## src/loader_pkg.sv

```systemverilog
// shared widths, types and codes for the cartridge and boot-ROM loader
// imported by every loader module, interface and the testbench
// index codes match the host menu entries of the download port

package loader_pkg;

	// ========================================================================
	// bus widths
	// ========================================================================

	// one host transfer is a 16-bit half
	localparam int HALF_W     = 16;
	// two halves make one write word
	localparam int WORD_W     = 32;
	// host byte address, also the RAM write address
	localparam int ADDR_W     = 27;
	// boot-ROM word address incl bank bit
	localparam int ROM_ADDR_W = 10;
	// download index from the host menu
	localparam int INDEX_W    = 8;

	typedef logic [HALF_W-1:0]     half_t;
	typedef logic [WORD_W-1:0]     word_t;
	typedef logic [ADDR_W-1:0]     byte_addr_t;
	typedef logic [ROM_ADDR_W-1:0] rom_addr_t;
	typedef logic [INDEX_W-1:0]    dl_index_t;

	// ========================================================================
	// download classification
	// ========================================================================

	// kind of the running download
	typedef enum logic [1:0] {
		DL_NONE,
		DL_PIF,
		DL_N64,
		DL_GB
	} dl_kind_t;

	// router FSM, waits for the RAM ack after a cartridge word
	typedef enum logic [0:0] {
		ROUTE_IDLE,
		ROUTE_WAIT_RAM
	} route_state_t;

	// only the low index bits select the target
	localparam int IDX_CODE_W = 6;
	// upper index bit picks the boot-ROM bank
	localparam int IDX_BANK_BIT = 6;

	// boot ROM
	localparam logic [IDX_CODE_W-1:0] IDX_PIF = 6'd0;
	// main-console ROM
	localparam logic [IDX_CODE_W-1:0] IDX_N64 = 6'd1;
	// handheld cartridge image
	localparam logic [IDX_CODE_W-1:0] IDX_GB  = 6'd2;

	// handheld image sits at 8 MiB in RAM
	localparam byte_addr_t GB_RAM_BASE = 27'd8388608;

endpackage

```

## src/loader_if.sv

```systemverilog
// stage-to-stage links of the loader pipeline
// beat_if carries single host halves, word_if carries assembled words
// src modport drives, dst modport receives

`timescale 1ns/1ps

// one registered host half
interface beat_if import loader_pkg::*; ();
	// one-cycle strobe per half
	logic       wr;
	dl_kind_t   kind;
	byte_addr_t addr;
	half_t      data;
	// boot-ROM bank from index
	logic       bank;

	modport src (
		output wr, kind, addr, data, bank
	);

	modport dst (
		input wr, kind, addr, data, bank
	);
endinterface

// one complete 32-bit word
interface word_if import loader_pkg::*; ();
	// one-cycle pulse per word
	logic       valid;
	dl_kind_t   kind;
	// byte address of the low half
	byte_addr_t addr;
	logic       bank;
	word_t      data;

	modport src (
		output valid, kind, addr, bank, data
	);

	modport dst (
		input valid, kind, addr, bank, data
	);
endinterface

```

## src/beat_capture.sv

```systemverilog
// first loader stage, registers the host download port
// decodes the download kind and forwards boot-ROM and cartridge halves
// also owns the cart-loaded flag and the ROM copy start for the main console

`timescale 1ns/1ps

module beat_capture import loader_pkg::*; (
	input  logic       clk_1x,
	input  logic       arst_n,
	input  logic       ioctl_download,
	input  dl_index_t  ioctl_index,
	input  byte_addr_t ioctl_addr,
	input  half_t      ioctl_dout,
	input  logic       ioctl_wr,
	beat_if.src        beat,
	output logic       romcopy_start,
	output byte_addr_t romcopy_size,
	output logic       cart_loaded
);

	// ========================================================================
	// input registers
	// ========================================================================

	logic       dl_q;
	logic       dl_d;
	logic       wr_q;
	dl_index_t  idx_q;
	byte_addr_t addr_q;
	half_t      dout_q;
	dl_kind_t   kind;
	logic       fwd_kind;
	logic       n64_fall;

	always_ff @(posedge clk_1x or negedge arst_n) begin
		if (!arst_n) begin
			dl_q <= 1'b0;
			dl_d <= 1'b0;
			wr_q <= 1'b0;
		end else begin
			dl_q <= ioctl_download;
			dl_d <= dl_q;
			wr_q <= ioctl_wr;
		end
	end

	always_ff @(posedge clk_1x) begin
		idx_q  <= ioctl_index;
		addr_q <= ioctl_addr;
		dout_q <= ioctl_dout;
	end

	// classify from the registered level, unknown codes give none
	always_comb begin
		kind = DL_NONE;
		if (dl_q) begin
			case (idx_q[IDX_CODE_W-1:0])
				IDX_PIF: kind = DL_PIF;
				IDX_N64: kind = DL_N64;
				IDX_GB:  kind = DL_GB;
				default: kind = DL_NONE;
			endcase
		end
	end

	// only boot ROM and cartridge data go down the pipe
	assign fwd_kind = (kind == DL_PIF) || (kind == DL_GB);

	// main-console download just ended
	assign n64_fall = dl_d && !dl_q && (idx_q[IDX_CODE_W-1:0] == IDX_N64);

	// ========================================================================
	// beat output and main-console status
	// ========================================================================

	always_ff @(posedge clk_1x or negedge arst_n) begin
		if (!arst_n) begin
			beat.wr       <= 1'b0;
			romcopy_start <= 1'b0;
			cart_loaded   <= 1'b0;
		end else begin
			beat.wr       <= wr_q && fwd_kind;
			romcopy_start <= n64_fall;
			// sticky until reset
			if (kind == DL_N64) begin
				cart_loaded <= 1'b1;
			end
		end
	end

	always_ff @(posedge clk_1x) begin
		beat.kind <= kind;
		beat.addr <= addr_q;
		beat.data <= dout_q;
		beat.bank <= idx_q[IDX_BANK_BIT];
		// final byte count at the fall
		if (n64_fall) begin
			romcopy_size <= addr_q;
		end
	end

	// copy start only for a main-console ROM that was loaded
	a_copy_after_load: assert property (
		@(posedge clk_1x) disable iff (!arst_n) romcopy_start |-> cart_loaded
	) else $error("romcopy_start without a loaded main-console ROM");

endmodule

```

## src/cart_loader_top.sv

```systemverilog
// top level of the cartridge and boot-ROM loader
// host download port in, boot-ROM write port and RAM write channel out
// pipeline of beat capture, word assembly and write routing

`timescale 1ns/1ps

module cart_loader_top import loader_pkg::*; (
	input  logic       clk_1x,
	input  logic       arst_n,
	// host download port
	input  logic       ioctl_download,
	input  dl_index_t  ioctl_index,
	input  byte_addr_t ioctl_addr,
	input  half_t      ioctl_dout,
	input  logic       ioctl_wr,
	output logic       ioctl_wait,
	// boot-ROM write port
	output rom_addr_t  pifrom_wraddress,
	output word_t      pifrom_wrdata,
	output logic       pifrom_wren,
	// RAM write channel
	output byte_addr_t ram_wraddr,
	output word_t      ram_wrdata,
	output logic       ram_wr,
	input  logic       ram_ready,
	// main-console ROM status
	output logic       romcopy_start,
	output byte_addr_t romcopy_size,
	output logic       cart_loaded
);

	beat_if u_beat_if ();
	word_if u_word_if ();

	beat_capture u_beat_capture (
		.clk_1x         (clk_1x),
		.arst_n         (arst_n),
		.ioctl_download (ioctl_download),
		.ioctl_index    (ioctl_index),
		.ioctl_addr     (ioctl_addr),
		.ioctl_dout     (ioctl_dout),
		.ioctl_wr       (ioctl_wr),
		.beat           (u_beat_if),
		.romcopy_start  (romcopy_start),
		.romcopy_size   (romcopy_size),
		.cart_loaded    (cart_loaded)
	);

	word_assembler u_word_assembler (
		.clk_1x (clk_1x),
		.arst_n (arst_n),
		.beat   (u_beat_if),
		.word   (u_word_if)
	);

	write_router u_write_router (
		.clk_1x           (clk_1x),
		.arst_n           (arst_n),
		.word             (u_word_if),
		.pifrom_wraddress (pifrom_wraddress),
		.pifrom_wrdata    (pifrom_wrdata),
		.pifrom_wren      (pifrom_wren),
		.ram_wraddr       (ram_wraddr),
		.ram_wrdata       (ram_wrdata),
		.ram_wr           (ram_wr),
		.ram_ready        (ram_ready),
		.ioctl_download   (ioctl_download),
		.ioctl_index      (ioctl_index),
		.ioctl_wait       (ioctl_wait)
	);

endmodule

```

## src/word_assembler.sv

```systemverilog
// second loader stage, pairs two host halves into one 32-bit word
// low half (addr bit 1 clear) is held, high half completes the word
// boot-ROM words get the byte swap of the ROM port, cartridge words go as is

`timescale 1ns/1ps

module word_assembler import loader_pkg::*; (
	input  logic clk_1x,
	input  logic arst_n,
	beat_if.dst  beat,
	word_if.src  word
);

	// ========================================================================
	// low half holding registers
	// ========================================================================

	half_t      lo_data;
	byte_addr_t lo_addr;
	logic       lo_bank;
	logic       lo_beat;
	logic       hi_beat;
	word_t      next_data;

	// addr bit 1 tells the halves apart
	assign lo_beat = beat.wr && !beat.addr[1];
	assign hi_beat = beat.wr && beat.addr[1];

	always_ff @(posedge clk_1x) begin
		if (lo_beat) begin
			lo_data <= beat.data;
			// word address and bank come from the low half
			lo_addr <= beat.addr;
			lo_bank <= beat.bank;
		end
	end

	// ========================================================================
	// word build
	// ========================================================================

	always_comb begin
		if (beat.kind == DL_PIF) begin
			// boot ROM, bytes swapped inside each half
			next_data = {
				lo_data[7:0],
				lo_data[15:8],
				beat.data[7:0],
				beat.data[15:8]
			};
		end else begin
			// cartridge, low half in the low bits
			next_data = {beat.data, lo_data};
		end
	end

	// valid one cycle after the high half
	always_ff @(posedge clk_1x or negedge arst_n) begin
		if (!arst_n) begin
			word.valid <= 1'b0;
		end else begin
			word.valid <= hi_beat;
		end
	end

	always_ff @(posedge clk_1x) begin
		if (hi_beat) begin
			word.data <= next_data;
			word.addr <= lo_addr;
			word.bank <= lo_bank;
			// kind of the high half, both halves share one download
			word.kind <= beat.kind;
		end
	end

endmodule

```

## src/write_router.sv

```systemverilog
// last loader stage, sends each word to its target
// boot-ROM words go to the ROM write port, cartridge words to the RAM channel
// a cartridge write holds the host off with ioctl_wait until the RAM acks
// only one RAM request is outstanding at any time

`timescale 1ns/1ps

module write_router import loader_pkg::*; (
	input  logic       clk_1x,
	input  logic       arst_n,
	word_if.dst        word,
	output rom_addr_t  pifrom_wraddress,
	output word_t      pifrom_wrdata,
	output logic       pifrom_wren,
	output byte_addr_t ram_wraddr,
	output word_t      ram_wrdata,
	output logic       ram_wr,
	input  logic       ram_ready,
	input  logic       ioctl_download,
	input  dl_index_t  ioctl_index,
	output logic       ioctl_wait
);

	route_state_t state;
	logic         pif_word;
	logic         gb_word;
	logic         gb_dl;

	assign pif_word = word.valid && (word.kind == DL_PIF);
	assign gb_word  = word.valid && (word.kind == DL_GB);

	// raw host level, so the wait drops as soon as the download ends
	assign gb_dl = ioctl_download && (ioctl_index[IDX_CODE_W-1:0] == IDX_GB);

	// ========================================================================
	// write strobes and wait FSM
	// ========================================================================

	always_ff @(posedge clk_1x or negedge arst_n) begin
		if (!arst_n) begin
			pifrom_wren <= 1'b0;
			ram_wr      <= 1'b0;
			state       <= ROUTE_IDLE;
		end else begin
			pifrom_wren <= pif_word;
			ram_wr      <= gb_word;
			case (state)
				ROUTE_IDLE: begin
					// wait rises with ram_wr
					if (gb_word) begin
						state <= ROUTE_WAIT_RAM;
					end
				end
				ROUTE_WAIT_RAM: begin
					// ack or aborted download releases the host
					if (ram_ready || !gb_dl) begin
						state <= ROUTE_IDLE;
					end
				end
				default: begin
					state <= ROUTE_IDLE;
				end
			endcase
		end
	end

	// wait level straight from the state register
	assign ioctl_wait = (state == ROUTE_WAIT_RAM);

	// ========================================================================
	// address and data, held until the next request
	// ========================================================================

	always_ff @(posedge clk_1x) begin
		if (pif_word) begin
			// bank bit on top of the word address
			pifrom_wraddress <= {word.bank, word.addr[10:2]};
			pifrom_wrdata    <= word.data;
		end
		if (gb_word) begin
			ram_wraddr <= word.addr + GB_RAM_BASE;
			ram_wrdata <= word.data;
		end
	end

	// every incoming word has one of the two targets
	a_word_target: assert property (
		@(posedge clk_1x) disable iff (!arst_n)
			word.valid |-> (word.kind == DL_PIF) || (word.kind == DL_GB)
	) else $error("word arrived without a write target");

	// host must respect ioctl_wait, no second request before the ack
	a_no_overlap: assert property (
		@(posedge clk_1x) disable iff (!arst_n) $rose(ram_wr) |-> $past(state) == ROUTE_IDLE
	) else $error("ram_wr issued while a RAM write was still pending");

endmodule

```

## config.mk

```make
export PLATFORM = sky130hd
export DESIGN_NAME = cart_loader_top
export DESIGN_NICKNAME = d
export VERILOG_FILES = /design/src/loader_pkg.sv /design/src/loader_if.sv /design/src/beat_capture.sv /design/src/cart_loader_top.sv /design/src/word_assembler.sv /design/src/write_router.sv
export SDC_FILE = /design/constraint.sdc
export NUM_CORES = 1
export LEC_CHECK = 0
export BUFFER_PORTS_ARGS = -buffer_cell sky130_fd_sc_hd__buf_2
export CELL_PAD_IN_SITES_DETAIL_PLACEMENT = 1
export CELL_PAD_IN_SITES_GLOBAL_PLACEMENT = 2
export CORE_AREA = 2 2 177 196
export DETAILED_ROUTE_END_ITERATION = 8
export DIE_AREA = 0 0 179 198
export PLACE_DENSITY = 0.6
export SLEW_MARGIN = 10
export SYNTH_ARGS = -nofsm -noshare
export SYNTH_HDL_FRONTEND = slang
export SYNTH_SLANG_ARGS = --single-unit
```

## constraint.sdc

```tcl
create_clock -name clk_1x -period 3.2 [get_ports clk_1x]
set_input_delay 0.48 -clock clk_1x [delete_from_list [all_inputs] [get_ports clk_1x]]
set_output_delay 0.48 -clock clk_1x [all_outputs]
set_load 0.02 [all_outputs]
```

==> metrics <==
Mapped Nets 461; Initial DRT Pass Iterations 4; CTS root buf clkbuf_16; status complete, no violations; count of different cell masters after synthesis 31; Die Area 0.0354 mm2; Clock Pin Slew Worst Setup and Hold Paths 0.06 ns; fillcell total 3,288; initial antenna violation count 4; fin nets 686; chip width 179 um; Synth Flop Type edfxtp_1; Setup violations, final 0; design area 0.0126 mm2; via count 4,270; CTS Hold Bufs 1; Post-synth EDFFs 234; post-synthesis sequential area ratio 0.927; Placed Area 0.0114 mm2; Psw 1.69 mW; Num CTS Buffers 36; drt drc 0; leakage power 4.72 nW; Crit. End Element flop; final WL 16.8 mm; Detail Route Antenna Nets 0; Syn Area/Cell 24.6 um2; final hold violation count 0; Comb power frac 0.008; most frequent cells in the layout edfxtp_1 (234), buf_2 (187), dfxtp_1 (96); critical path class reg -> reg; Post-Syn Area 0.00992 mm2; RSZ-0062 raised after global routing false; slowest stage delay, CP 0.37 ns; fin crit share 0.525; GRT Util Overall 0.0943; Iter 0 DRT Violations 169; Pwr Density 720 mW/mm2; detailed-placement wirelength estimate 10.5 mm; Slowest cell on crit path buf_4; Synth Register Bits 340; Synth-to-Final Area Change 27.5%; most common cell after layout, fill and taps aside edfxtp_1; max-slew violations 0; crit path time final 1.68 ns; worst slew pin tran 0.905 ns; Int Power 7.42 mW; PortBufs 187; power consumption 9.11 mW; first-pass GRT wire length 25.2 mm; Final Wtd Congestion 0.730; clock tree buffer depth 3; Post-synth ARST share 0.0294; Sink Count 340; clock latency on the worst-skew pair 0.51 ns; Row Count 71; GRT overflow 0; CP cell instances nor4_1 > and4_1 > buf_4; crit path max fanout 28; fmax 595 MHz; Reg power frac 0.523; vias in the first global route 4,592; Starting Density 0.295; Fin Setup TNS 0 ns; Resized Gates After CTS 0; Worst Clk Skew 0.00988 ns; Max-Cap Viols 0; Max-Slew Margin vs Limit 0.397; Cells after Synth 404; wire per inst 15.3 um; critical path launch point type flop; CTS tree built; layout cells sized above 1 0.426; Hold Path Class in -> reg; largest net degree at the start of global routing 64; Critical Path AT 1.83 ns; Clk network pwr share 0.469; Ys Warns 0; Setup Buffers After CTS 0; IO Count 189; switching share of power 0.185; Die Y 198 um; htree depth 2; vias per cell 3.90; WP data required 3.36 ns; worst ir drop on vdd 390 uV; Placeable Area 0.0337 mm2
## routing by layer
metal / wire, um / track usage / vias to the layer above
li1: - / - / 1993
met1: 6740 / 0.105 / 2062
met2: 7800 / 0.154 / 162
met3: 1680 / 0.0445 / 47
met4: 520 / 0.0403 / 6
met5: 42 / 0 / -
## worst max-delay path, delay by kind of cell, from the launching register on
family | cells | cell delay [ns]
buf+inv | 1 | 0.37
flops | 1 | 0.31
simple gates | 2 | 0.62
## Yosys cell counts, types with 2 or more instances
| cell type | instances | area (um2) |
|---|---|---|
| dfrtp_1 | 10 | 250 |
| mux2_2 | 3 | 33.8 |
| nor3_2 | 2 | 20.0 |
| edfxtp_1 | 234 | 7030 |
| nor2b_1 | 2 | 12.5 |
| mux2_4 | 20 | 300 |
| xnor2_1 | 2 | 17.5 |
| buf_6 | 2 | 22.5 |
| dfxtp_1 | 96 | 1920 |
| mux2_1 | 9 | 101 |
| inv_1 | 4 | 15.0 |
## final timing paths
kind / from / end / slack [ns] / cells past startpoint
setup / recovery: u_beat_capture.idx_q[3] / u_beat_capture.romcopy_size[6] / 1.52 / 3
hold / removal: ioctl_dout[3] / u_beat_capture.dout_q[3] / 0.07 / 1
setup reg to reg: u_beat_capture.idx_q[3] / u_beat_capture.romcopy_size[6] / 1.52 / 3
hold reg to reg: u_beat_capture.dout_q[9] / u_beat_capture.beat.data[9] / 0.32 / 0
max in group asynchronous: arst_n / u_word_assembler.word.valid / 2.61 / 2
min in group asynchronous: arst_n / u_beat_capture.beat.wr / 0.38 / 2
## final cells by class
type,instances,area [um2],area share
clock buffer,44,1000,0.0793
clock inverter,20,239,0.0189
antenna,1,2.50,0.000198
multi-input combinational,56,673,0.0532
sequential,340,9200,0.727
timing repair buffer,191,968,0.0766
tap,438,548,0.0433
inverter,4,15.0,0.00119
## power by group through the flow
stage	sequential [mW]	combinational, mW	clock, mW
6_report	4.76	0.0746	4.27
3_3_place_gp	4.85	0.0724	0
3_5_place_dp	4.86	0.0747	0
2_1_floorplan	4.85	0.0276	0
5_1_grt	4.77	0.0827	4.59
4_1_cts	4.76	0.0768	4.42
## state kept, by name, summed over array words and instances (netlist names), 2 cells and up
register                         count
u_word_assembler.word.data          32
u_beat_capture.beat.kind             2
u_beat_capture.romcopy_size         27
u_beat_capture.addr_q               27
u_word_assembler.lo_data            16
u_write_router.pifrom_wraddress     10
u_write_router.pifrom_wrdata        32
u_beat_capture.beat.addr            27
u_word_assembler.word.kind           2
u_beat_capture.idx_q                 7
u_word_assembler.word.addr          27
u_word_assembler.lo_addr            27
u_beat_capture.beat.data            16
u_beat_capture.dout_q               16
u_write_router.ram_wrdata           32
u_write_router.ram_wraddr           27
## logic make-up (layout without fill, tap and decap cells)
kind of cell,Yosys count,count (layout),synth area share
flops,340,340,0.927
mux,32,32,0.0439
simple gates,18,18,0.0153
buf+inv,8,259,0.00731
xor+xnor,3,3,0.00265
compound gates,2,2,0.00252
fa+ha+maj,1,1,0.00126
other cells,0,1,0
## per-stage QoR
step | setup WS [ns] | utilization | instances | hold WS [ns]
floorplan | 0.440 | - | 404 | 0.184
global placement | 1.53 | 0.338 | 1028 | 0.316
detailed placement | 1.48 | 0.338 | 1028 | 0.313
CTS | 1.47 | 0.376 | 1093 | 0.0407
global route | 1.35 | 0.376 | 1093 | 0.0380
finish | 1.52 | 0.376 | 1094 | 0.0740
Note: power is estimated with default switching activity, not from simulation.
